File: config.mk
export PLATFORM = sky130hd
export DESIGN_NAME = kicker_mem
export DESIGN_NICKNAME = d
export VERILOG_FILES = /design/src/hdl/kicker_pkg.sv /design/src/hdl/frac_cen.sv /design/src/hdl/kicker_mem.sv /design/src/hdl/rom_arbiter.sv /design/src/hdl/rom_dwnld.sv /design/src/hdl/rom_slot.sv
export SDC_FILE = /design/constraint.sdc
export NUM_CORES = 1
export LEC_CHECK = 0
export ABC_AREA = 1
export BUFFER_PORTS_ARGS = -buffer_cell sky130_fd_sc_hd__buf_2
export CAP_MARGIN = 20
export CORE_MARGIN = 8
export CORE_UTILIZATION = 43
export CTS_CLUSTER_DIAMETER = 150
export DETAILED_ROUTE_END_ITERATION = 12
export PLACE_DENSITY = 0.71
export SLEW_MARGIN = 20
export SYNTH_ARGS = -nofsm -noshare
export SYNTH_HDL_FRONTEND = slang
export SYNTH_SLANG_ARGS = --single-unit
File: constraint.sdc
create_clock -name clk -period 2.8 [get_ports clk]
set_clock_uncertainty 0.1 [all_clocks]
set_input_delay 0.56 -clock clk [delete_from_list [all_inputs] [get_ports clk]]
set_output_delay 0.56 -clock clk [all_outputs]
set_load 0.1 [all_outputs]
File: src/hdl/kicker_pkg.sv
/* Kicker memory plane shared definitions
   Bus widths, PROM region size and the ROM arbiter states */

package kicker_pkg;

    // Loader byte address from the ioctl port
    typedef logic [24:0] ioctl_addr_t;

    // SDRAM address in 16-bit words
    typedef logic [21:0] sdram_addr_t;

    typedef logic [7:0]  byte_t;   // Loader and client bytes
    typedef logic [15:0] word_t;   // SDRAM data word

    // Clock enables
    // bit 0 pxl2 12 MHz, bit 1 pxl 6 MHz, bit 2 3 MHz, bit 3 1.5 MHz
    typedef logic [3:0]  cen_vec_t;

    // Colour PROM byte address
    typedef logic [10:0] prom_addr_t;

    // Bytes in the colour PROM region, matches prom_addr_t
    localparam int PROM_SIZE = 2048;

    // ROM read clients on the shared SDRAM port
    localparam int NUM_SLOTS = 3;

    // SDRAM read scheduler
    typedef enum logic [1:0] {
        IDLE,       // Pick the next pending slot
        REQUEST,    // sdram_req held until ack
        WAIT_DST,   // Burst not started yet
        WAIT_RDY    // Data on its way
    } arb_state_t;

endpackage

File: src/hdl/frac_cen.sv
/* Fractional n/m clock-enable generator
   cen[0] runs at n/m of clk, each higher bit at half the bit below */

`timescale 1ns/10ps

module frac_cen import kicker_pkg::*; #(
    parameter int CEN_N = 32,
    parameter int CEN_M = 125
) (
    input  logic     clk,
    input  logic     rst,
    output cen_vec_t cen
);

    // Wide enough for acc + CEN_N before the wrap
    localparam int ACC_W = $clog2(CEN_N + CEN_M + 1);

    localparam logic [ACC_W-1:0] STEP = ACC_W'(CEN_N);
    localparam logic [ACC_W-1:0] WRAP = ACC_W'(CEN_M);

    logic [ACC_W-1:0] acc;
    logic [ACC_W-1:0] acc_sum;
    logic             pulse;
    logic [2:0]       div_cnt;  // Counts cen[0] pulses

    assign acc_sum = acc + STEP;
    assign pulse   = acc_sum >= WRAP;

    always_ff @(posedge clk) begin
        if (rst) begin
            acc     <= '0;
            div_cnt <= '0;
            cen     <= '0;
        end else begin
            acc <= pulse ? acc_sum - WRAP : acc_sum;
            if (pulse) begin
                div_cnt <= div_cnt + 3'd1;
            end
            // Each bit fires on every second pulse of the one below
            cen[0] <= pulse;
            cen[1] <= pulse & div_cnt[0];
            cen[2] <= pulse & (&div_cnt[1:0]);
            cen[3] <= pulse & (&div_cnt);
        end
    end

endmodule

File: src/hdl/kicker_mem.sv
/* Kicker memory and timing plane
   Clock enables, ROM download path and the SDRAM read arbiter */

`timescale 1ns/10ps

module kicker_mem import kicker_pkg::*; #(
    parameter int SCR_START  = 'h10000,
    parameter int OBJ_START  = 'h14000,
    parameter int PROM_START = 'h34000,
    parameter int CEN_N      = 32,     // 48 MHz * 32/125 ~ 12.3 MHz
    parameter int CEN_M      = 125
) (
    input  logic        clk,
    input  logic        rst,
    output cen_vec_t    cen,
    // Loader
    input  logic        downloading,
    input  ioctl_addr_t ioctl_addr,
    input  byte_t       ioctl_dout,
    input  logic        ioctl_wr,
    // SDRAM programming
    output sdram_addr_t prog_addr,
    output byte_t       prog_data,
    output logic [1:0]  prog_mask,
    output logic        prog_we,
    // Colour PROMs
    output logic        prom_we,
    output prom_addr_t  prom_addr,
    // ROM clients
    input  logic        slot0_cs,
    input  logic [12:0] slot0_addr,
    output logic        slot0_ok,
    output word_t       slot0_dout,
    input  logic        slot1_cs,
    input  logic [16:0] slot1_addr,
    output logic        slot1_ok,
    output byte_t       slot1_dout,
    input  logic        slot2_cs,
    input  logic [15:0] slot2_addr,
    output logic        slot2_ok,
    output byte_t       slot2_dout,
    // SDRAM read port
    output logic        sdram_req,
    output sdram_addr_t sdram_addr,
    input  logic        sdram_ack,
    input  logic        data_dst,
    input  logic        data_rdy,
    input  word_t       data_read
);

    frac_cen #(.CEN_N(CEN_N), .CEN_M(CEN_M)) u_cen (
        .clk ( clk ),
        .rst ( rst ),
        .cen ( cen )
    );

    rom_dwnld #(
        .SCR_START  ( SCR_START  ),
        .OBJ_START  ( OBJ_START  ),
        .PROM_START ( PROM_START )
    ) u_dwnld (
        .clk         ( clk         ),
        .rst         ( rst         ),
        .downloading ( downloading ),
        .ioctl_addr  ( ioctl_addr  ),
        .ioctl_dout  ( ioctl_dout  ),
        .ioctl_wr    ( ioctl_wr    ),
        .sdram_ack   ( sdram_ack   ),  // Shared, reads are idle while downloading
        .prog_addr   ( prog_addr   ),
        .prog_data   ( prog_data   ),
        .prog_mask   ( prog_mask   ),
        .prog_we     ( prog_we     ),
        .prom_we     ( prom_we     ),
        .prom_addr   ( prom_addr   )
    );

    rom_arbiter #(.SCR_START(SCR_START), .OBJ_START(OBJ_START)) u_rom (
        .clk         ( clk         ),
        .rst         ( rst         ),
        .downloading ( downloading ),
        .slot0_cs    ( slot0_cs    ),
        .slot0_addr  ( slot0_addr  ),
        .slot0_ok    ( slot0_ok    ),
        .slot0_dout  ( slot0_dout  ),
        .slot1_cs    ( slot1_cs    ),
        .slot1_addr  ( slot1_addr  ),
        .slot1_ok    ( slot1_ok    ),
        .slot1_dout  ( slot1_dout  ),
        .slot2_cs    ( slot2_cs    ),
        .slot2_addr  ( slot2_addr  ),
        .slot2_ok    ( slot2_ok    ),
        .slot2_dout  ( slot2_dout  ),
        .sdram_req   ( sdram_req   ),
        .sdram_addr  ( sdram_addr  ),
        .sdram_ack   ( sdram_ack   ),
        .data_dst    ( data_dst    ),
        .data_rdy    ( data_rdy    ),
        .data_read   ( data_read   )
    );

endmodule

File: src/hdl/rom_arbiter.sv
/* Three ROM read slots sharing one SDRAM read port
   Fixed priority, main first, then scroll, then objects */

`timescale 1ns/10ps

module rom_arbiter import kicker_pkg::*; #(
    parameter int SCR_START = 'h10000,
    parameter int OBJ_START = 'h14000
) (
    input  logic        clk,
    input  logic        rst,
    input  logic        downloading,
    // Scroll tiles
    input  logic        slot0_cs,
    input  logic [12:0] slot0_addr,
    output logic        slot0_ok,
    output word_t       slot0_dout,
    // Objects
    input  logic        slot1_cs,
    input  logic [16:0] slot1_addr,
    output logic        slot1_ok,
    output byte_t       slot1_dout,
    // Main CPU
    input  logic        slot2_cs,
    input  logic [15:0] slot2_addr,
    output logic        slot2_ok,
    output byte_t       slot2_dout,
    // SDRAM read port
    output logic        sdram_req,
    output sdram_addr_t sdram_addr,
    input  logic        sdram_ack,
    input  logic        data_dst,
    input  logic        data_rdy,
    input  word_t       data_read
);

    logic [NUM_SLOTS-1:0] slot_req;
    logic [NUM_SLOTS-1:0] slot_rdy;
    logic [NUM_SLOTS-1:0] grant;     // One-hot, slot being served
    logic [NUM_SLOTS-1:0] pick;
    sdram_addr_t          slot_addr [NUM_SLOTS];
    sdram_addr_t          pick_addr;
    arb_state_t           state;
    logic                 in_read;

    rom_slot #(.DW(16), .AW(13), .OFFSET(SCR_START/2)) u_scr (
        .clk       ( clk          ),
        .rst       ( rst          ),
        .clear     ( downloading  ),
        .cs        ( slot0_cs     ),
        .addr      ( slot0_addr   ),
        .data_read ( data_read    ),
        .grant_rdy ( slot_rdy[0]  ),
        .req       ( slot_req[0]  ),
        .req_addr  ( slot_addr[0] ),
        .ok        ( slot0_ok     ),
        .dout      ( slot0_dout   )
    );

    rom_slot #(.DW(8), .AW(17), .OFFSET(OBJ_START/2)) u_obj (
        .clk       ( clk          ),
        .rst       ( rst          ),
        .clear     ( downloading  ),
        .cs        ( slot1_cs     ),
        .addr      ( slot1_addr   ),
        .data_read ( data_read    ),
        .grant_rdy ( slot_rdy[1]  ),
        .req       ( slot_req[1]  ),
        .req_addr  ( slot_addr[1] ),
        .ok        ( slot1_ok     ),
        .dout      ( slot1_dout   )
    );

    rom_slot #(.DW(8), .AW(16), .OFFSET(0)) u_main (
        .clk       ( clk          ),
        .rst       ( rst          ),
        .clear     ( downloading  ),
        .cs        ( slot2_cs     ),
        .addr      ( slot2_addr   ),
        .data_read ( data_read    ),
        .grant_rdy ( slot_rdy[2]  ),
        .req       ( slot_req[2]  ),
        .req_addr  ( slot_addr[2] ),
        .ok        ( slot2_ok     ),
        .dout      ( slot2_dout   )
    );

    assign in_read  = state == WAIT_DST || state == WAIT_RDY;
    assign slot_rdy = grant & {NUM_SLOTS{data_rdy & in_read}};

    // Main CPU stalls hardest on a miss, so it goes first
    always_comb begin
        pick      = '0;
        pick_addr = slot_addr[2];
        if (slot_req[2]) begin
            pick = 3'b100;
        end else if (slot_req[0]) begin
            pick      = 3'b001;
            pick_addr = slot_addr[0];
        end else if (slot_req[1]) begin
            pick      = 3'b010;
            pick_addr = slot_addr[1];
        end
    end

    always_ff @(posedge clk) begin
        if (rst) begin
            state     <= IDLE;
            sdram_req <= 1'b0;
            grant     <= '0;
        end else begin
            case (state)
                IDLE: begin
                    if (!downloading && |slot_req) begin
                        grant     <= pick;
                        sdram_req <= 1'b1;
                        state     <= REQUEST;
                    end
                end
                REQUEST: begin
                    if (sdram_ack) begin
                        sdram_req <= 1'b0;
                        state     <= WAIT_DST;
                    end
                end
                WAIT_DST: begin
                    if (data_rdy) begin
                        state <= IDLE;   // Single-word burst
                    end else if (data_dst) begin
                        state <= WAIT_RDY;
                    end
                end
                WAIT_RDY: begin
                    if (data_rdy) begin
                        state <= IDLE;
                    end
                end
                default: state <= IDLE;
            endcase
        end
    end

    always_ff @(posedge clk) begin
        if (state == IDLE) begin
            sdram_addr <= pick_addr;   // Frozen for the whole request
        end
    end

endmodule

File: src/hdl/rom_dwnld.sv
/* ROM download path, loader bytes to SDRAM programming writes
   Scroll region address swizzle, byte mask and colour PROM diversion */

`timescale 1ns/10ps

module rom_dwnld import kicker_pkg::*; #(
    parameter int SCR_START  = 'h10000,
    parameter int OBJ_START  = 'h14000,
    parameter int PROM_START = 'h34000
) (
    input  logic        clk,
    input  logic        rst,
    input  logic        downloading,
    input  ioctl_addr_t ioctl_addr,
    input  byte_t       ioctl_dout,
    input  logic        ioctl_wr,
    input  logic        sdram_ack,
    output sdram_addr_t prog_addr,
    output byte_t       prog_data,
    output logic [1:0]  prog_mask,   // Active low
    output logic        prog_we,
    output logic        prom_we,
    output prom_addr_t  prom_addr
);

    sdram_addr_t word_addr;
    sdram_addr_t swz_addr;
    ioctl_addr_t prom_ofs;
    logic        in_scr;
    logic        in_prom;
    logic        prom_fits;
    logic        wr_en;

    assign wr_en     = ioctl_wr & downloading;
    assign word_addr = ioctl_addr[22:1];
    assign in_scr    = ioctl_addr >= ioctl_addr_t'(SCR_START) &&
                       ioctl_addr <  ioctl_addr_t'(OBJ_START);
    assign in_prom   = ioctl_addr >= ioctl_addr_t'(PROM_START);
    assign prom_ofs  = ioctl_addr - ioctl_addr_t'(PROM_START);
    assign prom_fits = prom_ofs < ioctl_addr_t'(PROM_SIZE);

    // Tile rows are interleaved on the board, rotate the low nibble
    always_comb begin
        swz_addr = word_addr;
        if (in_scr) begin
            swz_addr[0]   = ~word_addr[3];
            swz_addr[3:1] = word_addr[2:0];
        end
    end

    always_ff @(posedge clk) begin
        if (rst) begin
            prog_we <= 1'b0;
            prom_we <= 1'b0;
        end else begin
            prom_we <= 1'b0;   // Single cycle strobe
            if (wr_en) begin
                prog_we <= ~in_prom;   // A new byte replaces a pending write
                prom_we <= in_prom & prom_fits;
            end else if (sdram_ack) begin
                prog_we <= 1'b0;
            end
        end
    end

    always_ff @(posedge clk) begin
        if (wr_en) begin
            prog_data <= ioctl_dout;
            if (in_prom) begin
                prom_addr <= prom_ofs[10:0];
            end else begin
                prog_addr <= swz_addr;
                prog_mask <= ioctl_addr[0] ? 2'b01 : 2'b10;  // Odd byte goes high
            end
        end
    end

endmodule

File: src/hdl/rom_slot.sv
/* ROM read client with a one-word cache
   Raises a request on a miss and picks the byte for 8-bit clients */

`timescale 1ns/10ps

module rom_slot import kicker_pkg::*; #(
    parameter int DW     = 8,    // 8 or 16
    parameter int AW     = 16,
    parameter int OFFSET = 0     // SDRAM word offset of the region
) (
    input  logic          clk,
    input  logic          rst,
    input  logic          clear,      // Cache invalid while downloading
    input  logic          cs,
    input  logic [AW-1:0] addr,
    input  word_t         data_read,
    input  logic          grant_rdy,  // data_rdy steered to this slot
    output logic          req,
    output sdram_addr_t   req_addr,
    output logic          ok,
    output logic [DW-1:0] dout
);

    // 8-bit clients address bytes, 16-bit ones address words
    localparam int SH  = (DW == 8) ? 1 : 0;
    localparam int WAW = AW - SH;

    logic [WAW-1:0] word_addr;
    logic [WAW-1:0] cached_addr;
    word_t          cached_word;
    logic           valid;
    logic           hit;

    assign word_addr = addr[AW-1:SH];
    assign hit       = valid && cached_addr == word_addr;

    assign ok       = cs & hit;
    assign req      = cs & ~hit;
    assign req_addr = sdram_addr_t'(OFFSET) + sdram_addr_t'(word_addr);

    always_ff @(posedge clk) begin
        if (rst || clear) begin
            valid <= 1'b0;
        end else if (grant_rdy) begin
            valid <= 1'b1;
        end
    end

    // Client holds addr until ok, so the tag is the current word address
    always_ff @(posedge clk) begin
        if (grant_rdy) begin
            cached_word <= data_read;
            cached_addr <= word_addr;
        end
    end

    generate
        if (DW == 8) begin : g_byte
            assign dout = addr[0] ? cached_word[15:8] : cached_word[7:0];
        end else begin : g_word
            assign dout = cached_word;
        end
    endgenerate

endmodule

# After elaboration in Yosys (flattened, before gate mapping)

Index checks and enable logic that the tools add are counted.

Output and inout bits: 107
Register bits after elaboration: 183
Logic and storage cells: 104
Input port bits: 105

Mux-type cells: 21
Add/subtract/negate cells: 6
Bitwise operators: 19
$lt $le $gt $ge: 5
Reductions and logical operators: 20
Equality and inequality tests: 10

Operators with widths:

| operator                 | number |
|---|---|
| $mux W17                 | 2 |
| $ge A25 B17 Y1 const B   | 1 |
| $ge A25 B18 Y1 const B   | 1 |
| $lt A25 B12 Y1 const B   | 1 |
| $lt A25 B17 Y1 const B   | 1 |
| $sub A25 B18 Y25 const B | 1 |
| $mux W8                  | 3 |
| $add A16 B13 Y17 const A | 1 |
| $add A16 B16 Y17 const A | 1 |
| $eq A16 B16 Y1           | 1 |
| $eq A15 B15 Y1           | 1 |
| $mux W15                 | 1 |
| $mux W2                  | 7 |
| $eq A13 B13 Y1           | 1 |
| $and A1 B1 Y1            | 12 |
| $add A8 B6 Y8 const B    | 1 |
| $ge A8 B7 Y1 const B     | 1 |
| $pmux W2 S4              | 1 |
| $reduce_and A2 Y1        | 4 |
| $sub A8 B7 Y8 const B    | 1 |
| $mux W3                  | 2 |
| $not A1 Y1               | 6 |
| $reduce_and A3 Y1        | 2 |
| $logic_and A1 B1 Y1      | 5 |
| other kinds (17)         | 23 |

# Longest topological paths before layout

Gate-level depths: netlist of run 1.

Word-level depth: 8
Gate-level depth with buffers: 14
Depth with buffers taken out: 14

# By module

From an unflattened synthesis of run 1, not the netlist that was laid out.

Cell total of the unflattened synthesis: 909
Area total of the unflattened synthesis: 8831.0 sq um

Modules (own cells, without submodules):

| module                  | seq. area each (sq um) | cells each | area an instance (sq um) | instances |
|---|---|---|---|---|
| rom_dwnld               | 1331.3                 | 145        | 1775.5                   | 1 |
| rom_slot (u_rom.u_obj)  | 980.9                  | 182        | 1719.1                   | 1 |
| rom_slot (u_rom.u_main) | 950.9                  | 152        | 1557.7                   | 1 |
| rom_arbiter             | 780.7                  | 156        | 1495.2                   | 1 |
| rom_slot (u_rom.u_scr)  | 890.9                  | 166        | 1495.2                   | 1 |
| frac_cen                | 300.3                  | 108        | 788.3                    | 1 |

# Least setup slack after synthesis of run 1

No wires, ideal clock.

Path kind: input to output
Start point: in slot0_addr[10]
End point: out slot0_ok
Data required time: 2.140 ns
Path slack: -0.154 ns
Data arrival time: 2.294 ns
Path buffers: 0
Cell stages on the path: 8
Cell sequence: inv_1 -> nand2_1 -> o21ai_0 -> nor2_1 -> nand2_1 -> nor2_1 -> nand2_2 -> nor2_1

Longest elaborated chain between the ends: 3

RTL lines:

| element             | RTL line         | RTL |
|---|---|---|
| start: declaration  | kicker_mem.sv:31 | `input logic [12:0] slot0_addr,` |
| $eq A13 B13 Y1      | rom_slot.sv:35   | `assign hit = valid && cached_addr == word_addr;` |
| $logic_and A1 B1 Y1 | rom_slot.sv:35   |  |
| $and A1 B1 Y1       | rom_slot.sv:37   | `assign ok = cs & hit;` |
| end: declaration    | kicker_mem.sv:32 | `output logic slot0_ok,` |

Every way passes these cells.

# Worst setup path after layout of run 1

Start point: reg u_rom.u_obj.cached_addr[13]
End point: out slot1_ok

Longest elaborated chain between the ends: 3

RTL lines:

| element                  | RTL line         | RTL |
|---|---|---|
| start: declaration       | rom_slot.sv:29   | `logic [WAW-1:0] cached_addr;` |
| start signal: assignment | rom_slot.sv:53   | `cached_addr <= word_addr;` |
| $eq A16 B16 Y1           | rom_slot.sv:35   |  |
| $logic_and A1 B1 Y1      | rom_slot.sv:35   |  |
| $and A1 B1 Y1            | rom_slot.sv:37   |  |
| end: declaration         | kicker_mem.sv:36 | `output logic slot1_ok,` |

Every way passes these cells.

==> metrics.yaml, run 1 <==
detailed_routing:
  drtIter0Drc: 374
  wirelength_um: 18900
  drcViolationCount: 0
  viasPerCell: 4.83
  ant_nets: 0
  drt-wirelength-per-cell_um: 16.8
  vias: 5443
  dr.pass1.iters: 5
clock_network:
  h-tree-depth: 4
  clk_latency_ns: 0.43
  post_cts_resized: 0
  cts_root_buf: "clkbuf_16"
  cts.sinks: 178
  cts_setup_buffers: 0
  cts.clk_slew.worst_paths_ns: 0.07
  clockBufferDepth: 2
  cts_made_buffers: 17
  ctsHoldBuffers: 0
  cts_tree: "yes"
synth:
  synth-async-reset-ratio_pct: 0
  synth_common_cells: "edfxtp_1, nand2_1, inv_1"
  syn-cell-area_sq_um: 7480
  synth-seq-cells: 178
  seq_area_frac_synth_pct: 67.9
  yosysTopAreaCell: "edfxtp_1"
  yosysWarnings: 0
  synth-edff-count: 152
  synth_most_common_cell: "edfxtp_1"
  yosysUniqueCellTypes: 40
  yosysTopAreaCellShare_pct: 61.0
  ys.flop_type: "edfxtp_1"
  syn_avg_cell_area_sq_um: 11.3
  netlist_instances: 665
  synthTopCellsByArea: "edfxtp_1, nand2_1, dfxtp_1"
worst_setup_path:
  r2r-start: "u_rom.u_main.cached_addr[4]"
  critPathCaptureType: "primary output"
  cp_num_buf_inv: 1
  required_ns: 2.14
  critical_path_arrival_ns: 1.94
  r2r_setup_slack_ns: 0.70
  crit_fanout: 2
  crit_chain: "nand2_1 > o21ai_0 > a2111o_1 > nor3_1 > and3_1 > buf_12"
  worst-setup-path-type: "reg2out"
  reg2reg_to: "u_rom.sdram_addr[10]"
  crit_path_start_kind: "flip-flop"
  crit_slowest_cell: "edfxtp_1"
  cp.depth: 6
  max_stage_delay_ns: 0.39
  ff2ff_path_depth: 12
  crit_family: "compound AO/OA/AOI/OAI gates"
global_route:
  grt_use_total_pct: 17.3
  antenna_found_initial: 2
  grt_pass1_wl_um: 29000
  grt_pass1_vias: 5488
  grt_max_degree: 34
  grt_overflow: 0
sta:
  setup_viol: 0
  finalSetupTns_ns: 0
  rsz0062_at_grt: "no"
  fin_crit_sh_pct: 92.7
  fin_crit_ns: 2.60
  drv_slew: 0
  hold_viol: 0
  max_slew_margin_pct: 55.7
  fmax_mhz: 385
  worst_pin_slew_ns: 0.662
  hold_slack_ns: 0.209
die:
  dieArea_sq_um: 21900
  die-width_um: 148
  start_util_pct: 43.6
  core_area_sq_um: 17200
  placementRows: 48
  io_pins: 212
  fp.dieH_um: 148
place:
  io_buffers: 206
  gp_congestion: 0.939
  dpl_cell_area_sq_um: 8850
  dp_hpwl_um: 14700
hold_path:
  min_path_cells: 1
  holdCritPathClass: "in2reg"
  hold-path-endpoint: "u_dwnld.prog_data[4]"
  hold_start: "ioctl_dout[4]"
final_layout:
  final_area_sq_um: 9400
  nets: 1003
  area_growth_pct: 25.6
  nFillCells: 1525
  layout-drive-gt1-share_pct: 31.4
outcome:
  outcome: "complete, no violations"
pwr:
  p_per_area_nw_per_um2: 684
  leakagePower_nw: 4.10
  ir_worst_vdd_uv: 406
run:
  max_cap_violations: 0
cell type report:
type                       instances  area, sq um  area share [%]
timing repair buffer             213         1130            12.0
inverter                         106          398            4.23
multi-input combinational        373         1960            20.9
clock inverter                    12         98.8            1.05
clock buffer                      20          447            4.75
sequential                       178         5080            54.1
antenna                            1         2.50          0.0266
tap                              225          282            2.99
worst max-delay path by stage:
stage	end	slack (ns)	start
after global placement	u_dwnld.prog_addr[4]	0.06	ioctl_addr[15]
after global routing	slot2_ok	0.13	u_rom.u_main.cached_addr[4]
after detailed placement	u_dwnld.prog_addr[4]	0.03	ioctl_addr[15]
final	slot1_ok	0.20	u_rom.u_obj.cached_addr[13]
after floorplan	u_dwnld.prog_addr[0]	0.07	ioctl_addr[15]
after CTS	slot1_ok	0.19	u_rom.u_obj.cached_addr[2]
flip-flops by register name (all words and copies together), names as in the netlist, 8 cells and up:
name / count
u_rom.u_scr.dout: 16
u_rom.u_scr.cached_addr: 13
u_rom.u_main.cached_word: 16
u_dwnld.prog_addr: 22
u_rom.sdram_addr: 17
u_rom.u_obj.cached_word: 16
u_dwnld.prom_addr: 11
u_rom.u_main.cached_addr: 15
u_dwnld.prog_data: 8
u_cen.acc: 8
u_rom.u_obj.cached_addr: 16
cell usage in the layout, fill, tap and decap left out, types with 4 or more instances in the layout:
| cell | synthesis | routed |
|---|---|---|
| o21ai_0 | 26 | 26 |
| a22oi_1 | 5 | 5 |
| nor3_1 | 7 | 7 |
| o21ai_1 | 9 | 9 |
| inv_1 | 103 | 103 |
| a21oi_1 | 17 | 17 |
| nand4_1 | 7 | 7 |
| nor2_1 | 71 | 64 |
| buf_4 | 5 | 7 |
| edfxtp_1 | 152 | 152 |
| nand2_1 | 143 | 143 |
| conb_1 | 1 | 5 |
| nor4_1 | 5 | 5 |
| clkbuf_16 | 0 | 17 |
| o221ai_1 | 7 | 7 |
| ha_1 | 9 | 9 |
| buf_2 | 0 | 203 |
| mux2_2 | 16 | 16 |
| xor2_1 | 5 | 5 |
| nand3_1 | 12 | 12 |
| clkinvlp_4 | 0 | 4 |
| dfxtp_1 | 26 | 26 |
| nor2_2 | 0 | 6 |
metrics by stage:
| stage | utilization, % | worst slack, ns | power (mW) | instances |
|---|---|---|---|---|
| CTS | 54.7 | 0.187 | 6.49 | 1127 |
| finish | 54.7 | 0.205 | 6.43 | 1128 |
| global placement | 51.5 | 0.0625 | 4.28 | 1095 |
| detailed placement | 51.5 | 0.0272 | 4.29 | 1095 |
| floorplan | - | 0.0724 | 4.01 | 669 |
| global route | 54.7 | 0.131 | 6.65 | 1127 |
cell families (layout without fill, tap and decap cells):
| kind of cell | count (synthesis) | in the layout | share of synthesized area (%) |
|---|---|---|---|
| simple gates | 261 | 261 | 14.8 |
| xor+xnor | 8 | 8 | 0.936 |
| fa+ha+maj | 9 | 9 | 1.50 |
| flops | 178 | 178 | 67.9 |
| compound gates | 74 | 74 | 5.95 |
| mux | 16 | 16 | 2.41 |
| other cells | 1 | 6 | 0.0501 |
| buf+inv | 118 | 351 | 6.37 |
per-layer routing:
layer | global-route usage, % | up-vias | part of all wire (%)
met3 | 7.12 | 28 | 9.9
met4 | 6.12 | 4 | 1.8
met1 | 20.1 | 2532 | 41
li1 | - | 2678 | -
met2 | 28.4 | 201 | 47
met5 | 0 | - | 0.11
where the power goes:
group	internal [mW]	switching, mW
clock	1.18	1.03
sequential	3.00	0.0407
combinational	0.209	0.973
total	4.39	2.04
Note: power is estimated with default switching activity, not from simulation.
==> run 2: changes to the inputs <==
--- a/config.mk
+++ b/config.mk
@@ -12,6 +12,7 @@
 export CORE_UTILIZATION = 43
 export CTS_CLUSTER_DIAMETER = 150
 export DETAILED_ROUTE_END_ITERATION = 12
+export MAX_ROUTING_LAYER = met4
 export PLACE_DENSITY = 0.71
 export SLEW_MARGIN = 20
 export SYNTH_ARGS = -nofsm -noshare
==> run 2 against run 1 <==
  * Wire length is 0.85% higher
  * Count of clock-buffer cells in the layout stayed put
  * Critical path depth stayed put
  * Sequential cell count stayed put
  * Worst hold slack better by 0.0024 ns
  * Register-to-register slack better by 0.02 ns
  * Worst setup slack better by 0.0066 ns
  * Cell count hardly changed
  * Largest cell class unchanged
==> metrics.yaml, run 2 (same netlist as run 1, synthesis figures left out) <==
worst_setup_path:
  crit_fanout: 2
  r2r_setup_slack_ns: 0.72
  reg2reg_to: "u_rom.sdram_addr[10]"
  crit_chain: "nand2_1 > o21ai_0 > a2111o_1 > nor3_1 > and3_1 > buf_12"
  required_ns: 2.14
  critical_path_arrival_ns: 1.93
  crit_family: "simple AND/OR/NAND/NOR gates"
  r2r-start: "u_rom.u_main.cached_addr[6]"
  critPathCaptureType: "primary output"
  crit_slowest_cell: "edfxtp_1"
  worst-setup-path-type: "reg2out"
  crit_path_start_kind: "flip-flop"
  ff2ff_path_depth: 12
  cp_num_buf_inv: 1
  max_stage_delay_ns: 0.40
sta:
  fmax_mhz: 386
  fin_crit_ns: 2.59
  max_slew_margin_pct: 56.4
  drv_slew: 0
  fin_crit_sh_pct: 92.5
  rsz0062_at_grt: "no"
  setup_viol: 0
  hold_viol: 0
  worst_pin_slew_ns: 0.652
  hold_slack_ns: 0.212
place:
  dpl_cell_area_sq_um: 8840
  io_buffers: 206
  dp_hpwl_um: 14800
  gp_congestion: 0.948
global_route:
  antenna_found_initial: 2
  grt_max_degree: 34
  grt_pass1_wl_um: 29400
  grt_pass1_vias: 5572
  grt_overflow: 0
  grt_use_total_pct: 18.1
detailed_routing:
  drt-wirelength-per-cell_um: 16.9
  dr.pass1.iters: 5
  ant_nets: 0
  vias: 5438
  drtIter0Drc: 332
  wirelength_um: 19100
  viasPerCell: 4.82
  drcViolationCount: 0
die:
  start_util_pct: 43.6
  placementRows: 48
  dieArea_sq_um: 21900
  fp.dieH_um: 148
  die-width_um: 148
  io_pins: 212
  core_area_sq_um: 17200
pwr:
  ir_worst_vdd_uv: 425
  leakagePower_nw: 4.10
  p_per_area_nw_per_um2: 688
clock_network:
  clockBufferDepth: 2
  post_cts_resized: 0
  cts_tree: "yes"
  clk_latency_ns: 0.42
  cts.sinks: 178
  cts.clk_slew.worst_paths_ns: 0.07
  cts_setup_buffers: 0
  cts_made_buffers: 17
  ctsHoldBuffers: 0
  h-tree-depth: 4
  cts_root_buf: "clkbuf_16"
final_layout:
  area_growth_pct: 25.5
  multiInputGateArea_sq_um: 1960
  layout_commonest_cell: "buf_2"
  nets: 1002
  largest_reg_flops: 22
  top_regs: "u_dwnld.prog_addr (22), u_rom.sdram_addr (17)"
  final_cell_mix: "buf_2, edfxtp_1, nand2_1"
  regArea_sq_um: 5080
  nFillCells: 1518
  layout-drive-gt1-share_pct: 31.0
  largest-register: "u_dwnld.prog_addr"
  final_area_sq_um: 9400
hold_path:
  min_path_cells: 1
  holdCritPathClass: "in2reg"
  hold-path-endpoint: "u_dwnld.prog_data[2]"
  hold_start: "ioctl_dout[2]"
run:
  max_cap_violations: 0
outcome:
  outcome: "complete, no violations"
run 2: how the worst max path moves through the flow:
stage	endpoint	slack [ns]	depth (start not counted)	from
finish	slot1_ok	0.21	6	u_rom.u_obj.cached_addr[13]
global route	slot1_ok	0.12	5	u_rom.u_obj.cached_addr[2]
CTS	slot1_ok	0.20	6	u_rom.u_obj.cached_addr[13]
detailed placement	u_dwnld.prog_addr[5]	-0.005	7	ioctl_addr[15]
global placement	u_dwnld.prog_addr[4]	0.05	7	ioctl_addr[15]
floorplan	u_dwnld.prog_addr[0]	0.07	6	ioctl_addr[15]
run 2: per-layer routing:
layer | GRT usage (%) | up-vias | part of all wire, %
li1 | - | 2684 | -
met1 | 20.7 | 2542 | 42
met2 | 29.4 | 192 | 48
met3 | 6.54 | 20 | 8.6
met4 | 5.41 | 0 | 1.4
met5 | - | - | 0
run 2: through the flow:
stage / setup TNS (ns) / instances / worst slack, ns / power, mW / util (%)
2_1_floorplan: 0 / 669 / 0.0724 / 4.01 / -
3_3_place_gp: 0 / 1094 / 0.0536 / 4.28 / 51.5
3_5_place_dp: -0.104 / 1094 / -0.00512 / 4.29 / 51.5
4_1_cts: 0 / 1126 / 0.199 / 6.52 / 54.6
5_1_grt: 0 / 1128 / 0.117 / 6.68 / 54.7
6_report: 0 / 1129 / 0.211 / 6.47 / 54.7
run 2: power breakdown:
part           total [mW]  internal (mW)  switching, mW
logic                1.18          0.208          0.975
registers            3.05           3.00         0.0418
clock network        2.24           1.23           1.01
total                6.47           4.44           2.03
run 2: layout make-up:
class                   count  share of cell area (%)
flip-flops and latches    178                    54.1
clock inverters            12                    1.13
inverters                 106                    4.23
repair buffers            212                    11.9
diodes                      3                  0.0799
well taps                 225                    3.00
multi-input cells         373                    20.9
clock buffers              20                    4.65
==> run 3: changes to the inputs <==
--- a/config.mk
+++ b/config.mk
@@ -13,8 +13,9 @@
 export CTS_CLUSTER_DIAMETER = 150
 export DETAILED_ROUTE_END_ITERATION = 12
 export MAX_ROUTING_LAYER = met4
-export PLACE_DENSITY = 0.71
+export PLACE_DENSITY = 0.69
 export SLEW_MARGIN = 20
 export SYNTH_ARGS = -nofsm -noshare
 export SYNTH_HDL_FRONTEND = slang
+export SYNTH_HIERARCHICAL = 1
 export SYNTH_SLANG_ARGS = --single-unit
==> run 3 against run 2 <==
  * Count of clock-buffer cells in the layout fell by 3
  * Wire length up 10%
  * Clock power up 8%
  * Synthesized area grew 18%
  * Sequential share of layout area shrank 4.0 points
  * Design area up 11%
  * Highest routed layer unchanged
==> metrics.yaml, run 3 <==
worst_setup_path:
  critPathCaptureType: "primary output"
  cp_common_cell: "nand2_1"
  crit_chain: "nand2_1 > nand2_1 > nor2_1 > nand2_1 > nor2_1 > nand3b_1 > nor2_2 > buf_2"
  r2r_setup_slack_ns: 0.58
  crit_slowest_cell: "buf_2"
  cp.depth: 8
  crit_fanout: 2
  required_ns: 2.14
  max_stage_delay_ns: 0.42
  crit_family: "simple AND/OR/NAND/NOR gates"
  worst-setup-path-type: "reg2out"
  critical_path_arrival_ns: 1.89
  ff2ff_path_depth: 11
  cp_num_buf_inv: 1
  r2r-start: "u_rom/u_main/cached_addr[0]"
  crit_path_start_kind: "flip-flop"
  reg2reg_to: "u_rom/sdram_addr[8]"
detailed_routing:
  vias: 6347
  wirelength_um: 21100
  drcViolationCount: 0
  dr.pass1.iters: 4
  ant_nets: 0
  drtIter0Drc: 460
  drt-wirelength-per-cell_um: 15.3
  viasPerCell: 4.60
synth:
  ys.flop_type: "edfxtp_1"
  yosysTopAreaCell: "edfxtp_1"
  synth-seq-cells: 183
  netlist_instances: 909
  synthTopCellsByArea: "edfxtp_1, nand2_1, dfxtp_1"
  syn-cell-area_sq_um: 8830
  synth-async-reset-ratio_pct: 0
  yosysWarnings: 6
  synth_most_common_cell: "nand2_1"
  syn_avg_cell_area_sq_um: 9.72
  yosysUniqueCellTypes: 36
  seq_area_frac_synth_pct: 59.3
  synth_common_cells: "nand2_1, edfxtp_1, inv_1"
  yosysTopAreaCellShare_pct: 53.4
  synth-edff-count: 157
die:
  fp.dieH_um: 159
  dieArea_sq_um: 25400
  placementRows: 52
  core_area_sq_um: 20200
  die-width_um: 159
  start_util_pct: 43.8
  io_pins: 212
clock_network:
  h-tree-depth: 4
  cts_made_buffers: 17
  clockBufferDepth: 2
  post_cts_resized: 0
  cts.sinks: 183
  ctsHoldBuffers: 0
  cts_tree: "yes"
  cts_setup_buffers: 0
  cts.clk_slew.worst_paths_ns: 0.07
  clk_latency_ns: 0.42
  cts_root_buf: "clkbuf_16"
sta:
  drv_slew: 0
  rsz0062_at_grt: "no"
  finalSetupTns_ns: 0
  fin_crit_sh_pct: 91.1
  fin_crit_ns: 2.55
  fmax_mhz: 392
  hold_viol: 0
  setup_viol: 0
  setup_ws_ns: 0.249
  max_slew_margin_pct: 54.0
  worst_pin_slew_ns: 0.688
global_route:
  grt_pass1_wl_um: 33400
  antenna_found_initial: 4
  grt_max_degree: 33
  grt_overflow: 0
  grt_use_total_pct: 17.0
  grt_pass1_vias: 6388
pwr:
  p_int_mw: 4.82
  p_comb_share_pct: 22.4
  pwr-share-seq_pct: 44.3
  p_sw_mw: 2.45
  ir_worst_vdd_uv: 427
  leakagePower_nw: 4.83
  p_per_area_nw_per_um2: 696
  clkPwrFrac_pct: 33.3
  p_sw_share_pct: 33.7
place:
  pre_cts_slack_ns: 0.288
  dp_hpwl_um: 16100
  gp_congestion: 0.882
  io_buffers: 211
final_layout:
  layout-drive-gt1-share_pct: 29.3
  layout_commonest_cell: "nand2_1"
  area_growth_pct: 18.3
  top_regs: "u_dwnld/prog_addr (22), u_rom/sdram_addr (22)"
  final_cell_mix: "nand2_1, buf_2, edfxtp_1"
  nets: 1206
hold_path:
  hold_start: "ioctl_dout[2]"
  min_path_cells: 1
  holdCritPathClass: "in2reg"
  hold-path-endpoint: "u_dwnld/prog_data[2]"
run:
  max_cap_violations: 0
outcome:
  outcome: "complete, no violations"
-- run 3: changes by cell type after synthesis, sizes merged, moves of 4 or more --
cell    change
nand3      +45
nor4        -5
clkbuf      -5
o21ai      -15
inv        +31
nor2       +35
o221ai      -7
a22oi       +9
xor2        -4
edfxtp      +5
buf        +66
nand2     +101
-- run 3: worst max path at each step --
stage | from | endpoint | slack [ns]
global route | u_rom/u_obj/cached_addr[5] | slot1_ok | 0.11
finish | u_rom/u_obj/cached_addr[5] | slot1_ok | 0.25
detailed placement | slot0_addr[3] | u_rom/sdram_addr[14] | 0.29
floorplan | ioctl_addr[15] | u_dwnld/prog_addr[0] | 0.22
CTS | u_rom/u_obj/cached_addr[5] | slot1_ok | 0.23
global placement | slot0_addr[3] | u_rom/sdram_addr[14] | 0.31
-- run 3: worst register-to-register path: stages, from the launching register on --
cell,delay [ns]
edfxtp_1,0.40
nand2_1,0.09
nand2_1,0.05
nor2_1,0.12
nand2_1,0.08
nor2_2,0.12
a21oi_1,0.10
inv_2,0.11
nand2_4,0.06
nor2_4,0.53
nand2_1,0.21
nand3_1,0.11
-- run 3: area by class of cell --
class                      instances  area [sq um]
timing repair buffer             220          1140
clock inverter                    15           163
multi-input combinational        533          2620
clock buffer                      17           425
antenna                            4          10.0
inverter                         137           517
fill                            1869          9720
tap                              270           338
sequential                       183          5240
-- run 3: power by group through the flow --
stage | combinational (mW) | sequential, mW | clock, mW
detailed placement | 1.63 | 3.29 | 0
floorplan | 0.615 | 4.01 | 0
global placement | 1.62 | 3.28 | 0
CTS | 1.64 | 3.23 | 2.47
global route | 1.74 | 3.25 | 2.60
finish | 1.63 | 3.22 | 2.42
-- run 3: cells by family after synthesis --
family	Yosys count	synth area share, %
simple gates	432	21.0
mux	16	2.04
buf+inv	210	11.9
xor+xnor	4	0.397
flops	183	59.3
fa+ha+maj	9	1.28
other cells	4	0.170
compound gates	51	3.97
-- run 3: per-layer routing --
metal	share of wire [%]	routed length (um)	track usage, %
met5	0	0	-
met4	1.4	288	4.03
met2	50	10500	28.2
met1	42	8890	19.8
met3	6.8	1440	5.35
-- run 3: stage by stage --
| stage | cells | area [sq um] | hold slack, ns | power (mW) | utilization, % |
|---|---|---|---|---|---|
| 5_1_grt | 1379 | 10400 | 0.196 | 7.58 | 51.8 |
| 3_3_place_gp | 1343 | 9850 | 0.353 | 4.90 | 48.8 |
| 3_5_place_dp | 1343 | 9850 | 0.357 | 4.92 | 48.8 |
| 6_report | 1379 | 10400 | 0.215 | 7.28 | 51.8 |
| 2_1_floorplan | 926 | 8900 | 0.330 | 4.62 | - |
| 4_1_cts | 1375 | 10400 | 0.198 | 7.34 | 51.7 |
